===== src/logic/mesh_pkg.sv =====
// mesh packet definitions
// coordinate, address and data word types shared by the master, the endpoint
// and the memory tile, plus the request opcode and master FSM encodings

package mesh_pkg;

    ////////////////////////////////
    // field widths
    ////////////////////////////////

    localparam int x_cord_width_c = 4;
    localparam int y_cord_width_c = 4;
    localparam int addr_width_c   = 8;
    localparam int data_width_c   = 32;

    // one memory word per remote address
    localparam int mem_words_c    = 1 << addr_width_c;

    ////////////////////////////////
    // packet fields
    ////////////////////////////////

    // mesh coordinates
    typedef logic [x_cord_width_c-1:0] x_cord_t;
    typedef logic [y_cord_width_c-1:0] y_cord_t;

    // remote word address
    typedef logic [addr_width_c-1:0]   addr_t;

    // payload and load return word
    typedef logic [data_width_c-1:0]   data_t;

    // remote access opcode
    typedef enum logic {
        op_store = 1'b0,
        op_load  = 1'b1
    } packet_op_e;

    ////////////////////////////////
    // traffic master FSM
    ////////////////////////////////

    // writing and reading issue requests, waiting only collects returns
    typedef enum logic [1:0] {
        st_writing = 2'b00,
        st_reading = 2'b01,
        st_waiting = 2'b10,
        st_finish  = 2'b11
    } master_state_e;

endpackage


===== src/logic/mesh_endpoint.sv =====
// mesh endpoint
// buffers outgoing requests in a small FIFO, limits outstanding requests
// with a credit counter and registers load data on the way back

`timescale 1ns/1ps

module mesh_endpoint
    import mesh_pkg::*;
#(
    parameter int fifo_els_p        = 4,
    parameter int max_out_credits_p = 16
) (
    input  logic       clk_i,
    input  logic       reset_i,

    // request from the master
    input  logic       out_v_i,
    input  packet_op_e out_op_i,
    input  addr_t      out_addr_i,
    input  data_t      out_data_i,
    input  x_cord_t    out_src_x_i,
    input  y_cord_t    out_src_y_i,
    input  x_cord_t    out_dest_x_i,
    input  y_cord_t    out_dest_y_i,
    output logic       out_ready_o,

    // FIFO head toward the tile
    output logic       req_v_o,
    output packet_op_e req_op_o,
    output addr_t      req_addr_o,
    output data_t      req_data_o,
    output x_cord_t    req_dest_x_o,
    output y_cord_t    req_dest_y_o,
    input  logic       req_take_i,

    // responses from the tile
    input  logic       rsp_v_i,
    input  logic       rsp_is_load_i,
    input  data_t      rsp_data_i,

    output logic       returned_v_o,
    output data_t      returned_data_o
);

    localparam int ptr_width_lp    = (fifo_els_p > 1) ? $clog2(fifo_els_p) : 1;
    localparam int cnt_width_lp    = $clog2(fifo_els_p + 1);
    localparam int credit_width_lp = $clog2(max_out_credits_p + 1);
    localparam int src_width_lp    = $bits(x_cord_t) + $bits(y_cord_t);
    localparam int entry_width_lp  = 1 + $bits(addr_t) + $bits(data_t) + 2 * src_width_lp;

    typedef logic [entry_width_lp-1:0] entry_t;

    entry_t                     fifo_mem [fifo_els_p];
    entry_t                     fifo_head;
    logic [ptr_width_lp-1:0]    wr_ptr_r;
    logic [ptr_width_lp-1:0]    rd_ptr_r;
    logic [cnt_width_lp-1:0]    fifo_cnt_r;
    logic [credit_width_lp-1:0] credit_cnt_r;
    logic                       rsp_v_r;
    logic                       returned_v_r;
    data_t                      returned_data_r;

    logic fifo_full;
    logic fifo_push;
    logic fifo_pop;

    ////////////////////////////////
    // request FIFO
    ////////////////////////////////

    assign fifo_full   = (fifo_cnt_r == cnt_width_lp'(fifo_els_p));
    assign out_ready_o = !fifo_full && (credit_cnt_r < credit_width_lp'(max_out_credits_p));
    assign fifo_push   = out_v_i && out_ready_o;
    assign fifo_pop    = req_take_i && req_v_o;

    // source coordinates travel in the low bits of each entry
    always_ff @(posedge clk_i) begin
        if (fifo_push) begin
            fifo_mem[wr_ptr_r] <= {out_op_i, out_addr_i, out_data_i, out_dest_x_i,
                                   out_dest_y_i, out_src_x_i, out_src_y_i};
        end
    end

    always_ff @(posedge clk_i) begin
        if (reset_i) begin
            wr_ptr_r   <= '0;
            rd_ptr_r   <= '0;
            fifo_cnt_r <= '0;
        end else begin
            if (fifo_push) begin
                wr_ptr_r <= (wr_ptr_r == ptr_width_lp'(fifo_els_p - 1)) ? '0 : wr_ptr_r + 1'b1;
            end
            if (fifo_pop) begin
                rd_ptr_r <= (rd_ptr_r == ptr_width_lp'(fifo_els_p - 1)) ? '0 : rd_ptr_r + 1'b1;
            end
            if (fifo_push && !fifo_pop) begin
                fifo_cnt_r <= fifo_cnt_r + 1'b1;
            end else if (!fifo_push && fifo_pop) begin
                fifo_cnt_r <= fifo_cnt_r - 1'b1;
            end
        end
    end

    assign fifo_head = fifo_mem[rd_ptr_r];
    assign req_v_o   = (fifo_cnt_r != '0);
    assign req_op_o  = packet_op_e'(fifo_head[entry_width_lp-1]);
    assign {req_addr_o, req_data_o, req_dest_x_o, req_dest_y_o} =
        fifo_head[entry_width_lp-2:src_width_lp];

    ////////////////////////////////
    // credits and return path
    ////////////////////////////////

    // a credit comes back in the same cycle the registered response appears
    always_ff @(posedge clk_i) begin
        if (reset_i) begin
            credit_cnt_r <= '0;
            rsp_v_r      <= 1'b0;
            returned_v_r <= 1'b0;
        end else begin
            rsp_v_r      <= rsp_v_i;
            returned_v_r <= rsp_v_i && rsp_is_load_i;
            if (fifo_push && !rsp_v_r) begin
                credit_cnt_r <= credit_cnt_r + 1'b1;
            end else if (!fifo_push && rsp_v_r) begin
                credit_cnt_r <= credit_cnt_r - 1'b1;
            end
        end
    end

    always_ff @(posedge clk_i) begin
        if (rsp_v_i && rsp_is_load_i) begin
            returned_data_r <= rsp_data_i;
        end
    end

    assign returned_v_o    = returned_v_r;
    assign returned_data_o = returned_data_r;

endmodule


===== config.mk =====
export PLATFORM = sky130hd
export DESIGN_NAME = mesh_endpoint
export DESIGN_NICKNAME = d
export VERILOG_FILES = /design/src/logic/mesh_pkg.sv /design/src/logic/mesh_endpoint.sv
export SDC_FILE = /design/constraint.sdc
export NUM_CORES = 1
export LEC_CHECK = 0
export BUFFER_PORTS_ARGS = -buffer_cell sky130_fd_sc_hd__buf_4
export CAP_MARGIN = 20
export CORE_MARGIN = 5
export CORE_UTILIZATION = 59
export DETAILED_ROUTE_END_ITERATION = 10
export GPL_ROUTABILITY_DRIVEN = 0
export PLACE_DENSITY = 0.85
export SLEW_MARGIN = 15
export SYNTH_ARGS = -nofsm -noshare
export SYNTH_HDL_FRONTEND = slang
export SYNTH_SLANG_ARGS = --single-unit
export TNS_END_PERCENT = 100

===== constraint.sdc =====
create_clock -name clk_i -period 4.85 [get_ports clk_i]
set_clock_uncertainty 0.15 [all_clocks]
set_input_delay 0.485 -clock clk_i [delete_from_list [all_inputs] [get_ports clk_i]]
set_output_delay 0.485 -clock clk_i [all_outputs]
set_load 0.02 [all_outputs]

Word-level counts from Yosys, hierarchy flattened
Memories as Yosys holds them, arrays and structs flattened. A register that Yosys moved wholly into a read port is not among the register bits.
Cells that the tools add are included.
W data, S select, Z words.
Storage, ports and cells
  register bits: 46
  bits in latches: 0
  memory bits (writable): 228
  memory bits (read-only): 0
  input bits: 95
  output and inout bits: 84
  word-level logic and storage cells: 43
  memories: 1
Memory list
  fifo_mem: words 4, bits a word 57, rd ports 1, clocked after Yosys merged registers in 1, wr ports 1, RTL line mesh_endpoint.sv:53  | entry_t fifo_mem [fifo_els_p];
Cells by class
  add/subtract/negate cells: 6
  multipliers: 0
  divide/modulo/power cells: 0
  magnitude comparators: 1
  eq/ne operators: 3
  shift-type cells: 0
  multiplexer cells: 10
  bitwise operators: 0
  reductions and logical operators: 15
Operator list (count)
  $mux W5: 2
  $logic_and A1 B1 Y1: 8
  $mux W2: 4
  $mux W3: 2
  $add A5 B1 Y5 const B: 1
  $lt A5 B5 Y1 const B: 1
  $sub A5 B1 Y5 const B: 1
  $add A2 B1 Y2 const B: 2
  $eq A2 B2 Y1 const B: 2
  $logic_not A1 Y1: 4
  $reduce_bool A2 Y1: 2
  $add A3 B1 Y3 const B: 1
  $eq A3 B3 Y1 const B: 1
  $reduce_bool A3 Y1: 1
  $sub A3 B1 Y3 const B: 1
  $mux W1: 2

Logic depth before layout (Yosys ltp)
Gate-level depths: netlist (run 1).
  word-level depth: 8
  depth in mapped cells: 9
  gate-level depth less buffers: 9

Least setup slack after synthesis (run 1)
OpenSTA, ideal clock, no wires.
  path kind: in2reg
  start point: in out_v_i
  end point: mem fifo_mem[0][10] in the netlist's numbering, enable pin
  library setup time: 412 ps
  arrival: 2105 ps
  required time: 4288 ps
  slack: 2184 ps
  cell stages on the path: 3
  cells stage by stage: inv_1 a211oi_4 and2_1
Between the ends
  longest elaborated chain between the ends: 3
Ends and longest elaborated chain
  from (decl): RTL line mesh_endpoint.sv:17  | input logic out_v_i,
  $logic_and A1 B1 Y1: RTL line mesh_endpoint.sv:73  | assign fifo_push = out_v_i && out_ready_o;
  named net fifo_push: RTL line mesh_endpoint.sv:64  | logic fifo_push;
  $mux W1: RTL line mesh_endpoint.sv:78  | if (fifo_push) begin
  $mux W1 (not written as such): RTL line mesh_endpoint.sv:79  | fifo_mem[wr_ptr_r] <= {out_op_i, out_addr_i, out_data_i, out_dest_x_i,
  to (decl): RTL line mesh_endpoint.sv:53
The timed path passes the listed nets, and every way through them passes these cells.

==> key figures, run 1 <==
Outcome
  • Outcome: finished clean

Clocking
  • CTS buffer count: 24
  • Clock Latency Late Sink: 0.50 ns
  • H-tree levels: 1
  • CTS tree: yes
  • Clock sink count: 244
  • Clock root buffer: clkbuf_16
  • CTS clk-pin slew, worst paths: 0.06 ns
  • CTS Buffer Depth: 3

Pwr
  • Pwr Density: 535 nW/um2
  • Flop pwr share: 0.442
  • Overall Power: 6150 uW
  • Clock power share: 0.306
  • Power share of the combinational group: 0.252
  • Switching share of power: 0.271
  • Static leakage: 0.00412 uW
  • Peak supply drop: 0.000387 V
  • Cell Int Power: 4490 uW
  • Psw: 1670 uW

Final layout
  • Synth-to-layout area growth: 29.0%
  • Footprint of the multi-input gates: 1630 um2
  • Final Net Count: 706
  • N_diodes: 0
  • Final Non-Filler Cells: 802
  • Final core occ: 0.766
  • FILL cells: 768
  • Share of cells above drive strength 1: 0.438
  • Register Area: 7170 um2

Setup path
  • Critical Path Sink Type: primary output
  • CP max FO: 28
  • CP Data Arrival Time: 2.31 ns
  • WS Path Type: reg2out
  • R2R cell count: 9
  • Critical Path RT: 4.22 ns
  • Startpoint types: register

Floorplan
  • DIE WIDTH: 133 um
  • Number of core rows: 45
  • Initial core utilization: 0.594
  • Ports: 179
  • Die span in y: 133 um
  • Die area: 17700 um2
  • Placeable Area: 15000 um2

Drt
  • Vias: 4490
  • DRC viols: 0
  • Avg WL per Cell: 22.5 um
  • Initial DRC count: 418
  • Vias per cell: 5.60
  • Final wirelength: 18100 um
  • Post-DRT Antenna Nets: 0
  • 1st-pass router iterations: 6

STA
  • Final Hold Violating Endpoints: 0
  • Minimum clock period after layout: 2.94 ns
  • F_max: 340 MHz
  • Min setup slack post-route: 1.91 ns
  • Slew margin rel.: 0.301
  • Final Cycle Share: 0.606
  • Slew @ Worst Pin: 1.05 ns
  • Fin. max-slew vios: 0
  • Endpoints failing setup: 0
  • RSZ-0062 raised after global routing: false
  • Post-route setup TNS: 0 ns

Synth
  • Sequential share of the synthesized area: 0.803
  • Post-Synthesis Cells: 381
  • Netlist cell types: 31
  • Mapped Area: 8920 um2
  • Syn. warnings: 0
  • Mapped Nets: 489
  • Mapped Avg Cell Area: 23.4 um2
  • Seq cells post-synth: 244

Global route
  • Global route total overflow: 0
  • Initial antenna violation count: 0
  • Maximum number of pins on one net before global-route repair: 50
  • Total track usage: 0.208
  • Number of global-route vias before repair: 5016
  • First-pass GRT wire length: 28400 um

Placed design
  • Placed Cells incl. Taps: 732
  • Buffers on Ports: 170
  • Dpl ws: 2.00 ns
  • HPWL Detailed: 10800 um

Hold path
  • HP Class: in2reg
  • Hold path depth: 1

Job
  • Max-Cap Viols: 0
kinds of logic after synthesis:
family,after synthesis,synth area share
flip-flops,244,0.803
AO/OA/AOI/OAI,13,0.00968
multiplexers,53,0.129
buffers and inverters,21,0.0149
adder cells (fa/ha/maj),13,0.0199
XOR/XNOR,5,0.00491
AND/OR/NAND/NOR,32,0.0182
cell usage in the layout, fill, tap and decap left out, types with 5 or more instances in the layout:
cell type | synthesis | final
clkbuf_8 | 0 | 5
dfxtp_1 | 16 | 14
mux4_2 | 47 | 47
clkbuf_1 | 2 | 5
inv_1 | 8 | 8
dlygate4sd3_1 | 0 | 26
edfxtp_1 | 228 | 228
clkbuf_16 | 0 | 26
a21oi_1 | 8 | 8
ha_1 | 11 | 11
nor2_1 | 13 | 13
buf_4 | 3 | 176
state kept, by name, summed over array words and instances (netlist names), named ones only:
register	flops
fifo_mem	196
wr_ptr_r	2
fifo_cnt_r	3
returned_data_o	32
credit_cnt_r	5
rd_ptr_r	2
returned_v_o	1
rsp_v_r	1
critical path, stage by stage (launching register included):
cell	delay, ns
dfxtp_2	0.74
buf_4	0.49
mux4_2	0.39
buf_4	0.18
worst paths after layout:
kind                   from                   to  slack [ns]
min reg2reg     rd_ptr_r[0]             register        0.35
max                register       req_data_o[26]        1.91
max reg2reg   fifo_cnt_r[0]      credit_cnt_r[4]        2.07
min          rsp_data_i[28]  returned_data_o[28]        0.02
cell type report:
class                           count  share of cell area
Sequential cell                   244               0.623
Timing Repair Buffer              204               0.141
Multi-Input combinational cell    116               0.141
Clock buffer                       36              0.0641
Tap cell                          188              0.0204
Clock inverter                      6             0.00706
Inverter                            8             0.00261
cell usage after synthesis, drive strengths merged:
cell type | instances | area, um2
dfxtp | 16 | 320
o21ai | 1 | 5.00
fa | 2 | 40.0
nor2b | 3 | 18.8
or3 | 3 | 23.8
buf | 11 | 95.1
nor2 | 13 | 48.8
inv | 8 | 30.0
mux4 | 49 | 1110
a21oi | 8 | 40.0
and2 | 5 | 31.3
nand3 | 2 | 10.0
nand2 | 4 | 15.0
mux2i | 3 | 30.0
mux2 | 1 | 11.3
o31ai | 1 | 7.51
edfxtp | 228 | 6850
xnor2 | 1 | 8.76
xor2 | 4 | 35.0
clkbuf | 2 | 7.51
ha | 11 | 138
nand3b | 2 | 15.0
a31oi | 1 | 6.26
a211oi | 2 | 27.5
timing repair:
action | in CTS | in global routing
setup endpoints to repair | 0 | 0
buffers inserted | 0 | 0
resized for setup | 0 | 0
hold endpoints to repair | 24 | 2
hold buffers | 24 | 2
metrics by stage:
stage          hold slack [ns]  instance area, um2
3_5_place_dp             0.333               10400
4_1_cts                0.00217               11400
5_1_grt               0.000802               11500
6_report                0.0164               11500
3_3_place_gp             0.304               10400
2_1_floorplan            0.304                8920
power groups by stage:
stage	logic, uW	clock network (uW)	registers, uW
floorplan	993	0	2730
global placement	1420	0	2810
detailed placement	1460	0	2830
CTS	1480	1910	2790
global route	1660	2010	2750
finish	1550	1890	2720
metal layers:
metal	GRT usage	part of all wire	vias to the layer above	wire length [um]
met5	0	0	-	0
met4	0.0473	0.015	0	276
met3	0.0669	0.096	26	1730
met2	0.349	0.50	199	9110
met1	0.268	0.38	2273	6940
li1	-	-	1992	-
No activity file was read; power rests on OpenSTA's default activity.
==> inputs of run 2 (changes only) <==
ABC_AREA = 1   (was not set)
CORE_UTILIZATION = 55   (was 59)
PLACE_DENSITY = 0.8   (was 0.85)
clock period = 2.74 ns   (was 4.85 ns; I/O delays follow)
==> key figures, run 2 <==
Outcome
  • Outcome: finished clean

Synth
  • Synth area leader: edfxtp_1
  • Post-synth top area share: 0.751
  • Primary FF master, synth: edfxtp_1
  • Main combinational cell family by area after synthesis: compound AO/OA/AOI/OAI gates
  • Mapped Avg Cell Area: 14.5 um2
  • Sequential share of the synthesized area: 0.786
  • Top-count cell post-synth: edfxtp_1
  • Fraction of the mapped netlist area in simple logic gates: 0.0613
  • Mapped Area: 9120 um2
  • Synth Area in Adders: 0.0195
  • Seq cells post-synth: 244
  • Largest cells by area after synthesis: edfxtp_1 (75%), o21ai_0 (5.5%), nor2_1 (4.7%), dfxtp_1 (3.5%), o22ai_1 (3.4%)
  • Mapped Nets: 736
  • Netlist cell types: 24
  • Post-synth top cells: edfxtp_1 (228), nor2_1 (113), o21ai_0 (100)
  • Post-Synthesis Cells: 628
  • Post-synth ARST share: 0
  • Multiplexer share of the synthesized area: 0
  • Syn. warnings: 0
  • Compound-Gate Fraction of Synth Area: 0.0974
  • Post-synth EDFFs: 228
  • Synth Area in XOR/XNOR: 0.000960

Job
  • Max-Cap Viols: 0

Final layout
  • FILL cells: 967
  • Final Non-Filler Cells: 1133
  • Commonest non-fill, non-tap cell in the layout: edfxtp_1
  • Design Area, Final: 12300 um2
  • Final Net Count: 1003
  • Max FFs per register: 196
  • Share of cells above drive strength 1: 0.245
  • N_diodes: 0
  • Top reg by flops: fifo_mem
  • Most frequent cells in the layout: edfxtp_1 (228), buf_4 (184), nor2_1 (109)
  • Synth-to-layout area growth: 34.4%

Setup path
  • Startpoint types: register
  • Flop2flop setup slack: 0.50 ns
  • RR Endpoint: credit_cnt_r[4]
  • CP max stage delay: 0.53 ns
  • Cell seen most often among critical-path stages: buf_4
  • Critical Path Sink Type: primary output
  • Worst path cell trace: buf_4 > o21ai_0 > o22ai_1 > buf_4
  • RR Startpoint: fifo_cnt_r[1]
  • Critical Path RT: 2.32 ns
  • Crit-path slowest cell: dfxtp_4
  • CP max FO: 42
  • WS Path Type: reg2out
  • CP Data Arrival Time: 2.16 ns
  • R2R cell count: 13

STA
  • Slew @ Worst Pin: 0.556 ns
  • Endpoints failing setup: 0
  • Fin. max-slew vios: 0
  • RSZ-0062 raised after global routing: false
  • Final Cycle Share: 0.942
  • Final Hold Violating Endpoints: 0
  • F_max: 388 MHz
  • Minimum clock period after layout: 2.58 ns
  • Slew margin rel.: 0.629
  • Hold Slack: 0.167 ns

Drt
  • DRC viols: 0
  • Final wirelength: 22400 um
  • Avg WL per Cell: 19.8 um
  • Initial DRC count: 407
  • Vias per cell: 5.48
  • Vias: 6210
  • 1st-pass router iterations: 5
  • Post-DRT Antenna Nets: 0

Floorplan
  • Initial core utilization: 0.556
  • DIE WIDTH: 139 um
  • Placeable Area: 16400 um2
  • Die area: 19300 um2
  • Ports: 179
  • Number of core rows: 47
  • Die span in y: 139 um

Clocking
  • Setup Buffers After CTS: 0
  • PostCTS Resize Cnt: 0
  • Clock sink count: 244
  • CTS tree: yes
  • CTS clk-pin slew, worst paths: 0.06 ns
  • CTS Buffer Depth: 3
  • H-tree levels: 1
  • Clock root buffer: clkbuf_16
  • CTS buffer count: 24
  • Clock Latency Late Sink: 0.51 ns

Pwr
  • Static leakage: 0.00461 uW
  • Peak supply drop: 0.000680 V
  • Pwr Density: 925 nW/um2

Global route
  • Global route total overflow: 0
  • Number of global-route vias before repair: 6628
  • Total track usage: 0.229
  • Maximum number of pins on one net before global-route repair: 75
  • Initial antenna violation count: 0
  • First-pass GRT wire length: 35500 um

Hold path
  • Hold path depth: 5
  • HP Class: in2reg
  • Hold_sp: out_v_i
  • Hold path endpoint: wr_ptr_r[1]

Placed design
  • Buffers on Ports: 170
  • Placed Cells incl. Taps: 1002
  • Placed cell areas: 10700 um2
  • HPWL Detailed: 12800 um
-- run 2: cell families after synthesis --
kind of cell | after synthesis
buffers and inverters | 62
AND/OR/NAND/NOR | 143
XOR/XNOR | 1
flip-flops | 244
AO/OA/AOI/OAI | 165
adder cells (fa/ha/maj) | 13
-- run 2: worst max path at each step --
stage                 endpoint  cells after the start  slack (ns)
2_1_floorplan  fifo_mem[0][10]                      4       -0.59
3_3_place_gp   credit_cnt_r[4]                     13        0.69
3_5_place_dp   credit_cnt_r[4]                     13        0.57
4_1_cts          req_data_o[9]                      4        0.18
5_1_grt         req_data_o[15]                      4        0.06
6_report        req_data_o[15]                      4        0.16
-- run 2: timing repair --
item	4_1_cts	5_1_grt
hold endpoints to repair	237	0
setup endpoints to repair	0	0
hold buffers	87	0
-- run 2: where the power goes --
| part | internal, uW | switching [uW] | leakage (uW) |
|---|---|---|---|
| clock network | 1800 | 1290 | 0.000356 |
| registers | 4660 | 199 | 0.00222 |
| logic | 1250 | 2140 | 0.00203 |
| total | 7710 | 3620 | 0.00461 |
-- run 2: layout make-up --
type	count	area, um2	area share
flip-flops and latches	244	7170	0.585
repair buffers	273	2290	0.187
multi-input cells	322	1660	0.136
clock buffers	38	684	0.0558
well taps	220	275	0.0225
inverters	30	118	0.00960
clock inverters	6	51.3	0.00419
-- run 2: through the flow --
step | total power, uW | TNS [ns] | setup slack [ns] | util
6_report | 11300 | 0 | 0.160 | 0.747
5_1_grt | 11900 | 0 | 0.0561 | 0.747
4_1_cts | 11400 | 0 | 0.181 | 0.747
3_5_place_dp | 8200 | 0 | 0.567 | 0.649
3_3_place_gp | 8020 | 0 | 0.694 | 0.649
2_1_floorplan | 6850 | -114.88 | -0.586 | -
-- run 2: metal layers --
| metal | track usage | share of wire | wire (um) |
|---|---|---|---|
| met5 | 0 | 0 | 0 |
| met3 | 0.0648 | 0.083 | 1870 |
| met2 | 0.400 | 0.51 | 11500 |
| met4 | 0.0592 | 0.022 | 484 |
| met1 | 0.284 | 0.38 | 8590 |
-- run 2: critical path, delay by kind of cell (launching register included) --
family	cells	cell delay, ns
DFF	1	0.53
buffers and inverters	2	0.66
AOI/OAI and AO/OA	2	0.44
