===== config.mk =====
export PLATFORM = sky130hd
export DESIGN_NAME = traffic_master
export DESIGN_NICKNAME = d
export VERILOG_FILES = /design/src/logic/mesh_pkg.sv /design/src/logic/traffic_master.sv
export SDC_FILE = /design/constraint.sdc
export NUM_CORES = 1
export LEC_CHECK = 0
export BUFFER_PORTS_ARGS = -buffer_cell sky130_fd_sc_hd__buf_4
export CAP_MARGIN = 25
export CORE_MARGIN = 1
export CORE_UTILIZATION = 37
export CTS_CLUSTER_DIAMETER = 40
export DETAILED_ROUTE_END_ITERATION = 7
export PLACE_DENSITY = 0.77
export SLEW_MARGIN = 5
export SYNTH_ARGS = -nofsm -noshare
export SYNTH_HDL_FRONTEND = slang
export SYNTH_SLANG_ARGS = --single-unit

===== constraint.sdc =====
create_clock -name clk_i -period 1.95 [get_ports clk_i]
set_clock_uncertainty 0.15 [all_clocks]
set_input_delay 0.39 -clock clk_i [delete_from_list [all_inputs] [get_ports clk_i]]
set_output_delay 0.39 -clock clk_i [all_outputs]
set_load 0.01 [all_outputs]

===== src/logic/mesh_pkg.sv =====
// mesh packet definitions
// coordinate, address and data word types shared by the master, the endpoint
// and the memory tile, plus the request opcode and master FSM encodings

package mesh_pkg;

    ////////////////////////////////
    // field widths
    ////////////////////////////////

    localparam int x_cord_width_c = 4;
    localparam int y_cord_width_c = 4;
    localparam int addr_width_c   = 8;
    localparam int data_width_c   = 32;

    // one memory word per remote address
    localparam int mem_words_c    = 1 << addr_width_c;

    ////////////////////////////////
    // packet fields
    ////////////////////////////////

    // mesh coordinates
    typedef logic [x_cord_width_c-1:0] x_cord_t;
    typedef logic [y_cord_width_c-1:0] y_cord_t;

    // remote word address
    typedef logic [addr_width_c-1:0]   addr_t;

    // payload and load return word
    typedef logic [data_width_c-1:0]   data_t;

    // remote access opcode
    typedef enum logic {
        op_store = 1'b0,
        op_load  = 1'b1
    } packet_op_e;

    ////////////////////////////////
    // traffic master FSM
    ////////////////////////////////

    // writing and reading issue requests, waiting only collects returns
    typedef enum logic [1:0] {
        st_writing = 2'b00,
        st_reading = 2'b01,
        st_waiting = 2'b10,
        st_finish  = 2'b11
    } master_state_e;

endpackage


===== src/logic/traffic_master.sv =====
// traffic master
// writes a counting sequence to a remote tile with stores, reads it back with
// loads and checks every returned word in order, then raises finish

`timescale 1ns/1ps

module traffic_master
    import mesh_pkg::*;
#(
    parameter int seq_len_p = 32
) (
    input  logic       clk_i,
    input  logic       reset_i,

    input  x_cord_t    my_x_i,
    input  y_cord_t    my_y_i,
    input  x_cord_t    dest_x_i,
    input  y_cord_t    dest_y_i,

    // request toward the endpoint
    output logic       out_v_o,
    output packet_op_e out_op_o,
    output addr_t      out_addr_o,
    output data_t      out_data_o,
    output x_cord_t    out_src_x_o,
    output y_cord_t    out_src_y_o,
    output x_cord_t    out_dest_x_o,
    output y_cord_t    out_dest_y_o,
    input  logic       out_ready_i,

    // load returns, always accepted
    input  logic       returned_v_i,
    input  data_t      returned_data_i,

    output logic       finish_o,
    output logic [7:0] mismatch_count_o
);

    localparam addr_t last_addr_lp     = addr_t'(seq_len_p - 1);
    localparam int    ret_cnt_width_lp = $clog2(seq_len_p + 1);

    master_state_e               state_r;
    master_state_e               state_n;
    logic                        started_r;
    addr_t                       addr_r;
    logic [ret_cnt_width_lp-1:0] ret_cnt_r;
    logic [7:0]                  mismatch_r;

    logic launch;
    logic addr_last;
    logic ret_last;
    logic ret_mismatch;

    ////////////////////////////////
    // state machine
    ////////////////////////////////

    assign addr_last = (addr_r == last_addr_lp);
    assign launch    = out_v_o && out_ready_i;
    assign ret_last  = returned_v_i && (ret_cnt_r == ret_cnt_width_lp'(seq_len_p - 1));

    always_comb begin
        state_n = state_r;
        case (state_r)
            st_writing: begin
                if (launch && addr_last) begin
                    state_n = st_reading;
                end
            end
            st_reading: begin
                if (launch && addr_last) begin
                    state_n = st_waiting;
                end
            end
            st_waiting: begin
                if (ret_last) begin
                    state_n = st_finish;
                end
            end
            default: begin
                state_n = st_finish;
            end
        endcase
    end

    always_ff @(posedge clk_i) begin
        if (reset_i) begin
            state_r   <= st_writing;
            started_r <= 1'b0;
        end else begin
            state_r   <= state_n;
            // one idle cycle after reset before the first request
            started_r <= 1'b1;
        end
    end

    assign finish_o = (state_r == st_finish);

    ////////////////////////////////
    // request generation
    ////////////////////////////////

    // address wraps to zero between the store and the load pass
    always_ff @(posedge clk_i) begin
        if (reset_i) begin
            addr_r <= '0;
        end else if (launch) begin
            addr_r <= addr_last ? '0 : addr_r + 1'b1;
        end
    end

    assign out_v_o      = started_r && ((state_r == st_writing) || (state_r == st_reading));
    assign out_op_o     = (state_r == st_writing) ? op_store : op_load;
    assign out_addr_o   = addr_r;
    // stored word equals its address
    assign out_data_o   = data_t'(addr_r);
    assign out_src_x_o  = my_x_i;
    assign out_src_y_o  = my_y_i;
    assign out_dest_x_o = dest_x_i;
    assign out_dest_y_o = dest_y_i;

    ////////////////////////////////
    // return checker
    ////////////////////////////////

    // k-th return must carry the value k
    assign ret_mismatch = returned_v_i && (returned_data_i != data_t'(ret_cnt_r));

    always_ff @(posedge clk_i) begin
        if (reset_i) begin
            ret_cnt_r  <= '0;
            mismatch_r <= '0;
        end else if (state_r != st_finish) begin
            if (returned_v_i) begin
                ret_cnt_r <= ret_cnt_r + 1'b1;
            end
            if (ret_mismatch && (mismatch_r != 8'hff)) begin
                mismatch_r <= mismatch_r + 1'b1;
            end
        end
    end

    assign mismatch_count_o = mismatch_r;

endmodule


# Yosys cells after proc, flatten, opt, wreduce, memory -nomap -nowiden
# Cells that the tools add are included.
# totals
ff_bits	25
input_bits	52
output_inout_bits	67
wordCells	37
# op_classes
add_sub_neg	3
eq_ne	11
n_mux	7
reduce_logical	11
# ops
cell	n
32-bit by 6-bit inequality test with 1-bit output	1
8-bit by 1-bit adder with 8-bit output, second input constant	2
8-bit by 5-bit equality test with 1-bit output, second input constant	1
8-bit 2-to-1 mux	1
2-bit inequality test, second input constant	4
8-bit inequality test, second input constant	1
6-bit by 1-bit adder with 6-bit output, second input constant	1
6-bit by 5-bit equality test with 1-bit output, second input constant	1
1-bit logical AND	6
2-bit 2-to-1 mux	3
2-bit case mux with 3 select lines	1
2-bit equality test, second input constant	2
2-bit AND reduction	2
3-bit AND reduction	1
2-bit by 1-bit equality test with 1-bit output, second input constant	1
2-bit zero test	1
1-bit 2-to-1 mux	2
1-bit logical OR	1

# Logic depth before layout (Yosys ltp)
# Gate-level depths: netlist (run 1).
# depth
depth_word	7
depth_mapped	6
ltp_nobuf	5

# Worst setup path after synthesis (run 1)
# Ideal clock, no wire load.
# synth_timing
path_type	input port to flip-flop
startpoint	input port returned_data_i[27]
endpoint	register mismatch_r[4] (netlist: mismatch_count_o[4])
arrival_time_ns	1.634
required_time_ns	1.677
slack_ns	0.043
cell_stages	5
n_path_buf	0
path_cell_list	nor4_2 -> nand4_1 -> nor4_4 -> nor3_1 -> mux2_1
# synth_between
elab_chain_cells	4
# synth_lines
item	line	rtl
from (decl)	traffic_master.sv:33	input data_t returned_data_i,
32-bit by 6-bit inequality test with 1-bit output	traffic_master.sv:127	assign ret_mismatch = returned_v_i && (returned_data_i != data_t'(ret_cnt_r));
1-bit logical AND	traffic_master.sv:127	
1-bit logical AND	traffic_master.sv:137	if (ret_mismatch && (mismatch_r != 8'hff)) begin
2-bit AND reduction (no line)	n/a	
to (signal assigned)	traffic_master.sv:138	mismatch_r <= mismatch_r + 1'b1;
to (decl)	traffic_master.sv:47	logic [7:0] mismatch_r;
# No other way between the ends.
# A chain may end at the register's enable or synchronous reset.

# Worst setup path after layout (run 1)
# layout_timing
startpoint	register ret_cnt_r[0]
endpoint	register mismatch_r[2] (netlist: mismatch_count_o[2])
# layout_between
elab_chain_cells	4
# layout_lines
item	line	rtl
from (decl)	traffic_master.sv:46	logic [ret_cnt_width_lp-1:0] ret_cnt_r;
from (signal assigned)	traffic_master.sv:135	ret_cnt_r <= ret_cnt_r + 1'b1;
32-bit by 6-bit inequality test with 1-bit output	traffic_master.sv:127	
1-bit logical AND	traffic_master.sv:127	
1-bit logical AND	traffic_master.sv:137	
2-bit AND reduction (no line)	n/a	
# No other way between the ends.

==> results of run 1 <==
-- cell type report --
cell class              count  area, um2
clock inverters             1       5.00
clock buffers               3       41.3
inverters                   1       3.75
fillers                   414       2170
well taps                  50       62.6
multi-input cells         139        853
repair buffers             67        503
flip-flops and latches     25        500
-- metrics by stage --
stage	area (um2)	utilization	power, W	TNS (ps)	cells
2_1_floorplan	1730	-	0.000699	0	216
3_3_place_gp	1920	0.464	0.000710	-628	282
3_5_place_dp	1920	0.464	0.000715	-658	282
4_1_cts	1970	0.475	0.00102	0	286
5_1_grt	1970	0.475	0.00106	0	286
6_report	1970	0.475	0.00100	0	286
-- worst max path at each step --
| stage | start | end | slack [ps] |
|---|---|---|---|
| after global placement | returned_data_i[27] | mismatch_count_o[4]$_SDFFE_PP0P_ | -110 |
| after floorplan | returned_data_i[27] | mismatch_count_o[4]$_SDFFE_PP0P_ | 40 |
| after detailed placement | returned_data_i[27] | mismatch_count_o[2]$_SDFFE_PP0P_ | -120 |
| after global routing | ret_cnt_r[0]$_SDFFE_PP0P_ | mismatch_count_o[4]$_SDFFE_PP0P_ | 5 |
| after CTS | ret_cnt_r[0]$_SDFFE_PP0P_ | mismatch_count_o[2]$_SDFFE_PP0P_ | 110 |
| final | ret_cnt_r[0]$_SDFFE_PP0P_ | mismatch_count_o[2]$_SDFFE_PP0P_ | 120 |
-- kinds of logic (layout without fill, tap and decap cells) --
logic type | count (synthesis) | count (layout) | synth area share
compound gates | 6 | 6 | 0.0274
xor+xnor | 18 | 18 | 0.0960
fa+ha+maj | 3 | 3 | 0.0229
buf+inv | 52 | 72 | 0.228
flops | 25 | 25 | 0.305
mux | 9 | 9 | 0.0594
other cells | 1 | 24 | 0.00228
simple gates | 79 | 79 | 0.259
-- metal layers --
layer | track usage | wire (um) | vias to the layer above
li1 | - | - | 663
met1 | 0.153 | 1250 | 582
met2 | 0.230 | 1620 | 71
met3 | 0.0329 | 286 | 6
met4 | 0.0573 | 21 | 0
met5 | 0 | 0 | -
-- sequential cells by signal, summed over array words and instances, names as in the netlist --
signal and flops:
mismatch_count_o 8, out_addr_o 8, ret_cnt_r 6, started_r 1
state_r 2
-- placed cells by master, fill, tap and decap left out --
cell type,n
nand2_1,11
xor2_1,6
xnor2_1,12
nor3_1,4
ha_1,3
mux2i_1,3
and3b_1,1
inv_1,1
nand3_1,4
or2_1,1
dfxtp_1,25
nor4_1,8
a21boi_2,1
conb_1,24
a21oi_1,2
mux2_1,6
nor2b_1,7
nor4_4,1
clkinv_2,1
nor2_2,1
nand4_1,7
and2_1,2
nor4_2,1
and3_1,3
a211oi_1,1
o31ai_1,1
nor3b_1,1
o21ai_2,1
buf_4,67
or2_2,1
and4_1,1
or4_1,1
nor2_1,24
clkbuf_8,3
-- worst max-delay path: cells and delay by family (launching register included) --
family	cells	cell delay (ps)
flip-flops	1	430
XOR/XNOR	1	140
buffers and inverters	1	190
AND/OR/NAND/NOR	3	480
multiplexers	1	320
-- power breakdown --
part,switching [W],internal [W]
clock,0.000159,0.000143
sequential,0.0000157,0.000523
combinational,0.0000752,0.0000884
==> metrics.md, run 1 <==
| Metric | Value |
|---|---|
| Status | finished, final reports clean |
| Number of port buffers | 62 |
| Tot GR Track Use | 0.133 |
| Tightest Hold Check Type | input pin to register |
| Vias per cell | 4.62 |
| Top Ports | about 120 |
| Unrepaired setup endpoints after global routing | no |
| Overflow after GRT | 0 |
| YS warnings | 0 |
| Area share of the largest cell type after synthesis | 0.305 |
| PwrDens | approximately 500 mW/mm2 |
| Hold Crit Depth | 2 |
| WP data arrival | 1830 ps |
| Initial DRC count | 23 |
| TritonCTS clock tree | done |
| Vias in the first global route | 1113 |
| Post-synth EDFFs | 0 |
| HP Start | reset_i |
| Drt drc | 0 |
| Post-synthesis cell count | ~190 |
| Count of cell types in the netlist | 33 |
| Worst path slowest cell | dfxtp_1 |
| CP Class | register to register |
| Initial antenna violation count | 0 |
| Commonest cells post-synth | buf_4 (48), dfxtp_1 (25), nor2_1 (24), xnor2_1 (12), nand2_1 (11) |
| Async S/R FF share, synth | 0 |
| CP endpoint kind | register |
| Post-synthesis sequential area ratio | 0.305 |
| Initial core utilization | 0.396 |
| Inserted Clock Buffers | 3 |
| Setup violations, final | 0 |
| Leak Pwr | 0.919 nW |
| Reg2reg start | ret_cnt_r[0]$_SDFFE_PP0P_ |
| Slew Viols, Final | 0 |
| Area leader, netlist | dfxtp_1 |
| # rows | 23 |
| Final #Nets | 292 |
| Detailed-route via count | 1322 |
| Critical R2R Capture | mismatch_count_o[2]$_SDFFE_PP0P_ |
| Die X | around 69 um |
| Avg Inst Size Synth | between 8 and 9 um2 |
| GP Congestion | 0.789 |
| Core area | 0.00414 mm2 |
| Syn Std Cell Area | 0.00164 mm2 |
| Cts hold-fix bufs | 0 |
| Dpl ws | -118 ps |
| Ant diodes | 0 |
| Hold slack final | 321 ps |
| Max-cap check violation count | 0 |
| Area delta synth->final | 19.9% |
| PnR worst setup slack | 120 ps |
| Avg WL per Cell | 11.1 um |
| CP required | 1950 ps |
| Layout cells sized above 1 | 0.326 |
| Antenna Nets Post-Route | 0 |
| Most common cell in the netlist | buf_4 |
| Pin count of the biggest net entering global routing | 28 |
| Seq cells post-synth | 25 |
| Post-synth top flop | dfxtp_1 |
| Crit path time final | 1830 ps |
| Area contributors post-synth | dfxtp_1 (30%), buf_4 (22%), xnor2_1 (6.4%) |
| Reg clk slew, reported paths | ~80 ps |
| Total die area | roughly 0.0047 mm2 |
| Post-CTS Setup Inserts | 0 |
| Clock Sinks | 25 |
| Worst reg2reg path depth | 6 |
| Global-route wire length before repair | 4.70 mm |
| Hold Fails Final Rpt | 0 |
| Tcrit/Tclk final | 0.938 |
| Max frequency | 547 MHz |
| Max incr delay on CP | about 430 ps |
| Worst Hold End | started_r$_DFF_P_ |
| VDD IR-drop max | 0.314 mV |
| Crit path max fanout | 8 |
| CP startpoint kind | register |
| Clock latency on the worst-skew pair | between 200 and 300 ps |
| Drt pass-1 iters | 4 |
| Number of H-tree levels | 1 |
| Root Driver | clkbuf_8 |
| Post-Route WL | 3.17 mm |
| Maximum buffer depth of the clock tree | 2 |
| Final HPWL DP | 2.53 mm |
| Ordered cell list for the critical path | xnor2_1, nand4_1, nor4_4, buf_4, nor3b_1, mux2_1 |
| Post-CTS Resized | 0 |
| Chip height | 68.6 um |
| Reg2reg setup slack | roughly 120 ps |
(Power assumes the default switching activity.)
==> run 2, diff against run 1 <==
--- a/config.mk
+++ b/config.mk
@@ -5,7 +5,7 @@
 export SDC_FILE = /design/constraint.sdc
 export NUM_CORES = 1
 export LEC_CHECK = 0
-export BUFFER_PORTS_ARGS = -buffer_cell sky130_fd_sc_hd__buf_4
+export BUFFER_PORTS_ARGS = -buffer_cell sky130_fd_sc_hd__buf_2
 export CAP_MARGIN = 25
 export CORE_MARGIN = 1
 export CORE_UTILIZATION = 37
==> run 2 against run 1 <==
Against the previous run:
- final cell count rose by 0.35%
- via count rose by 0.76%
- clock power barely moved
- cell area fell by 7.5%
- sequential power barely moved
- fmax rose by 1.3%
- worst hold slack improved by 40 ps
- clock-buffer cell count rose by 1
- critical endpoint is now mismatch_count_o[3]$_SDFFE_PP0P_
- largest power group unchanged
==> metrics.md, run 2 (synthesis results as in run 1) <==
| Metric | Value |
|---|---|
| Pin count of the biggest net entering global routing | 28 |
| Drt drc | 0 |
| Worst Hold End | mismatch_count_o[1]$_SDFFE_PP0P_ |
| Cts hold-fix bufs | 0 |
| Tot Pwr | roughly 0.00097 W |
| Most common cell after layout, fill and taps aside | buf_2 |
| Vias per cell | about 4.6 |
| Switching share of power | 0.248 |
| TNS Setup | 0 ps |
| Seq pwr share | 0.552 |
| Tot GR Track Use | 0.124 |
| Area delta synth->final | 10.9% |
| Core area | about 0.0041 mm2 |
| Final Cell Area | about 0.0018 mm2 |
| Cell count after placement | 283 |
| Die X | ~69 um |
| Number of H-tree levels | 1 |
| Post-Route WL | around 3.1 mm |
| Initial core utilization | 0.396 |
| Number of port buffers | 62 |
| Leak Pwr | 0.893 nW |
| Maximum buffer depth of the clock tree | 2 |
| Unrepaired setup endpoints after global routing | no |
| Drt pass-1 iters | 4 |
| Worst setup startpoint | ret_cnt_r[5]$_SDFFE_PP0P_ |
| # rows | 23 |
| Initial DRC count | 14 |
| Worst reg2reg path depth | 6 |
| Global-route wire length before repair | 4.34 mm |
| Fin cells | 287 |
| Reg2reg setup slack | 140 ps |
| Final #Nets | 293 |
| Avg WL per Cell | 10.9 um |
| Clock latency on the worst-skew pair | 260 ps |
| Ant diodes | 0 |
| Hold Fails Final Rpt | 0 |
| CP endpoint kind | register |
| Gate power share | 0.142 |
| Vias in the first global route | 1049 |
| Layout cells sized above 1 | 0.329 |
| Root Driver | clkbuf_8 |
| Reg2reg start | ret_cnt_r[5]$_SDFFE_PP0P_ |
| Antenna Nets Post-Route | 0 |
| Cell Area, Placed | 0.00178 mm2 |
| Tcrit/Tclk final | 0.926 |
| TritonCTS clock tree | done |
| Reg clk slew, reported paths | 80 ps |
| Total die area | 0.00471 mm2 |
| Overflow after GRT | 0 |
| CP startpoint kind | register |
| Setup violations, final | 0 |
| Initial antenna violation count | 0 |
| Slew Viols, Final | 0 |
| Final HPWL DP | 2.47 mm |
| CP Class | register to register |
| GP Congestion | slightly below 0.8 |
| Most frequent cells in the layout | buf_2 (62), nor2_1 (24), conb_1 (24), dfxtp_1 (24), xnor2_1 (12) |
| Crit path max fanout | 8 |
| VDD IR-drop max | approximately 0.32 mV |
| PwrDens | 535 mW/mm2 |
| HP Start | mismatch_count_o[1]$_SDFFE_PP0P_ |
| CP required | 1960 ps |
| Status | finished, final reports clean |
| Sw power | ~0.00024 W |
| Detailed-route via count | 1332 |
| Top Ports | between 100 and 150 |
| Critical R2R Capture | mismatch_count_o[3]$_SDFFE_PP0P_ |
| Hold Crit Depth | 2 |
| WP data arrival | 1810 ps |
| Max-cap check violation count | 0 |
| Clock Sinks | 25 |
| Internal Power | around 0.00073 W |
| Tightest Hold Check Type | register to register |
| Clock power share | 0.307 |
| Max frequency | 554 MHz |
| Chip height | 68.6 um |
| Inserted Clock Buffers | 3 |
| Crit path time final | 1810 ps |
run 2: power groups by stage:
stage,clock network (W),logic [W],registers [W]
6_report,0.000299,0.000138,0.000537
5_1_grt,0.000338,0.000158,0.000540
4_1_cts,0.000315,0.000140,0.000537
3_5_place_dp,0,0.000139,0.000549
3_3_place_gp,0,0.000136,0.000548
2_1_floorplan,0,0.000149,0.000550
run 2: worst max-delay path: stages (launching register included):
cell and delay (ps):
dfxtp_1 410, xnor2_1 130, nand3_1 140, nor4_4 280, buf_4 190, nor3_1 70
mux2_1 320
run 2: timing repair:
action / CTS / global route
resized for setup: 0 / 1
setup buffers: 0 / 0
endpoints found under the setup margin: 0 / 4
run 2: final cells by class:
cell class	instances	area (um2)
clock buffers	4	45.0
fillers	416	2320
inverters	1	3.75
multi-input cells	139	853
flip-flops and latches	25	502
well taps	50	62.6
repair buffers	68	355
run 2: metrics by stage:
| stage | setup slack, ps | hold slack, ps | utilization |
|---|---|---|---|
| after global routing | 21.8 | 386 | 0.440 |
| after floorplan | 42.7 | 357 | - |
| after global placement | -117 | 326 | 0.428 |
| final | 144 | 361 | 0.440 |
| after CTS | 123 | 362 | 0.439 |
| after detailed placement | -130 | 348 | 0.428 |
run 2: worst max path at each step:
stage / endpoint
global route: mismatch_count_o[7]$_SDFFE_PP0P_
CTS: mismatch_count_o[0]$_SDFFE_PP0P_
global placement: mismatch_count_o[4]$_SDFFE_PP0P_
detailed placement: mismatch_count_o[5]$_SDFFE_PP0P_
floorplan: mismatch_count_o[4]$_SDFFE_PP0P_
finish: mismatch_count_o[3]$_SDFFE_PP0P_
run 2: per-layer routing:
layer / part of all wire / wire length (um) / track usage
met5: 0 / 0 / 0
met4: 0.014 / 44 / 0.0625
met1: 0.42 / 1320 / 0.140
met3: 0.078 / 242 / 0.0378
met2: 0.48 / 1510 / 0.210
==> run 3, diff against run 2 <==
--- a/config.mk
+++ b/config.mk
@@ -12,6 +12,7 @@
 export CTS_CLUSTER_DIAMETER = 40
 export DETAILED_ROUTE_END_ITERATION = 7
 export PLACE_DENSITY = 0.77
+export RECOVER_POWER = 100
 export SLEW_MARGIN = 5
 export SYNTH_ARGS = -nofsm -noshare
 export SYNTH_HDL_FRONTEND = slang
==> run 3 against run 2 <==
Against the previous run:
- critical path depth fell by 1
- core utilization down 1.4 points
- via count down 0.75%
- worst hold slack got worse by 1.9 ps
- flip-flop and latch count did not move
- worst setup slack improved by 18 ps
- register-to-register slack gained 20 ps
- clock power about the same
- first-iteration DRC count grew 43%
==> metrics.md, run 3 (synthesis results as in run 1) <==
| Metric | Value |
|---|---|
| GP Congestion | 0.778 |
| Initial DRC count | 20 |
| Reg clk slew, reported paths | approximately 80 ps |
| Tot Pwr | 0.000971 W |
| WP data arrival | approximately 1800 ps |
| Tot GR Track Use | 0.124 |
| Avg WL per Cell | 10.9 um |
| Final Cell Area | 0.00176 mm2 |
| Status | finished, final reports clean |
| TritonCTS clock tree | done |
| Tightest Hold Check Type | register to register |
| Hold Fails Final Rpt | 0 |
| Unrepaired setup endpoints after global routing | no |
| Cell Area, Placed | 0.00178 mm2 |
| Core area | ~0.0041 mm2 |
| Pin count of the biggest net entering global routing | 28 |
| Final Core Density | 0.426 |
| Cts hold-fix bufs | 0 |
| TNS Setup | 0 ps |
| Final HPWL DP | 2.47 mm |
| Overflow after GRT | 0 |
| Max incr delay on CP | 370 ps |
| CP startpoint kind | register |
| Number of port buffers | 62 |
| Leak Pwr | 0.760 nW |
| CP endpoint kind | register |
| Ant diodes | 0 |
| Hold slack final | 359 ps |
| Setup violations, final | 0 |
| # rows | 23 |
| Max-cap check violation count | 0 |
| Vias in the first global route | 1049 |
| VDD IR-drop max | 0.321 mV |
| Vias per cell | 4.61 |
| Chip height | 68.6 um |
| Max frequency | about 560 MHz |
| Antenna Nets Post-Route | 0 |
| Maximum buffer depth of the clock tree | 2 |
| Drt drc | 0 |
| Clock Sinks | 25 |
| Final #Nets | between 200 and 300 |
| Initial core utilization | 0.396 |
| Post-CTS Resized | 0 |
| Initial antenna violation count | 0 |
| Layout cells sized above 1 | 0.203 |
| Drt pass-1 iters | 4 |
| CP Class | register to register |
| Number of H-tree levels | 1 |
| Crit path time final | 1790 ps |
| Post-CTS Setup Inserts | 0 |
| Detailed-route via count | 1322 |
| Most frequent cells in the layout | buf_2 (35), clkbuf_1 (28), nor2_1 (25), conb_1 (24), dfxtp_1 (24) |
| Die X | 68.6 um |
| Tcrit/Tclk final | 0.917 |
| PwrDens | 550 mW/mm2 |
| Normalized max-slew margin | 0.245 |
| Global-route wire length before repair | 4.34 mm |
| CP required | 1950 ps |
| Top Ports | between 100 and 150 |
| Inserted Clock Buffers | 3 |
| Worst slew pin tran | ~1100 ps |
| Slew Viols, Final | 0 |
| Most common cell after layout, fill and taps aside | buf_2 |
| Crit path max fanout | 7 |
| Worst path slowest cell | dfxtp_1 |
| Clock latency on the worst-skew pair | about 260 ps |
| Ordered cell list for the critical path | and3b_1, and3_1, and2_0, or2_0, nor2_1 |
| Area delta synth->final | 7.39% |
| Post-Route WL | 3.13 mm |
| Root Driver | clkbuf_8 |
| Total die area | 0.00471 mm2 |
==> run 3: cell types whose count changed in the layout (fill, tap and decap cells not counted), sizes merged <==
cell    previous run  this run
buf               68        40
clkbuf             4        32
==> run 3: critical path, delay by kind of cell, from the launching register on <==
family	cells	cell delay (ps)
flops	1	370
simple gates	5	1160
==> run 3: layout make-up <==
class                           count  area [um2]
Inverter                            1        3.75
Multi-Input combinational cell    139         832
Tap cell                           50        62.6
Fill cell                         433        2380
Timing Repair Buffer               68         319
Sequential cell                    25         502
Clock buffer                        4        45.0
==> run 3: final timing paths <==
check | slack (ps) | cells after the start | end | startpoint
max | 160 | 5 | out_addr_o[7]$_SDFFE_PP0P_ | state_r[1]$_SDFFE_PP0P_
min | 360 | 2 | mismatch_count_o[1]$_SDFFE_PP0P_ | mismatch_count_o[1]$_SDFFE_PP0P_
max reg2reg | 160 | 5 | out_addr_o[7]$_SDFFE_PP0P_ | state_r[1]$_SDFFE_PP0P_
min reg2reg | 360 | 2 | mismatch_count_o[1]$_SDFFE_PP0P_ | mismatch_count_o[1]$_SDFFE_PP0P_
==> run 3: per-layer routing <==
metal  global-route usage  part of all wire
met5                    0                 0
met2                0.210              0.48
met1                0.140              0.43
met3               0.0378             0.074
met4               0.0625             0.014
==> run 3: stage by stage <==
step,setup slack [ps],instances
finish,162,287
global placement,-117,283
global route,24.2,287
detailed placement,-130,283
floorplan,42.7,216
CTS,123,287
==> run 3: power by group <==
group	leakage [nW]	switching, W	total [W]	internal [W]
Clock	0.0228	0.000154	0.000300	0.000146
Sequential	0.203	0.0000143	0.000537	0.000523
Combinational	0.534	0.0000740	0.000133	0.0000592
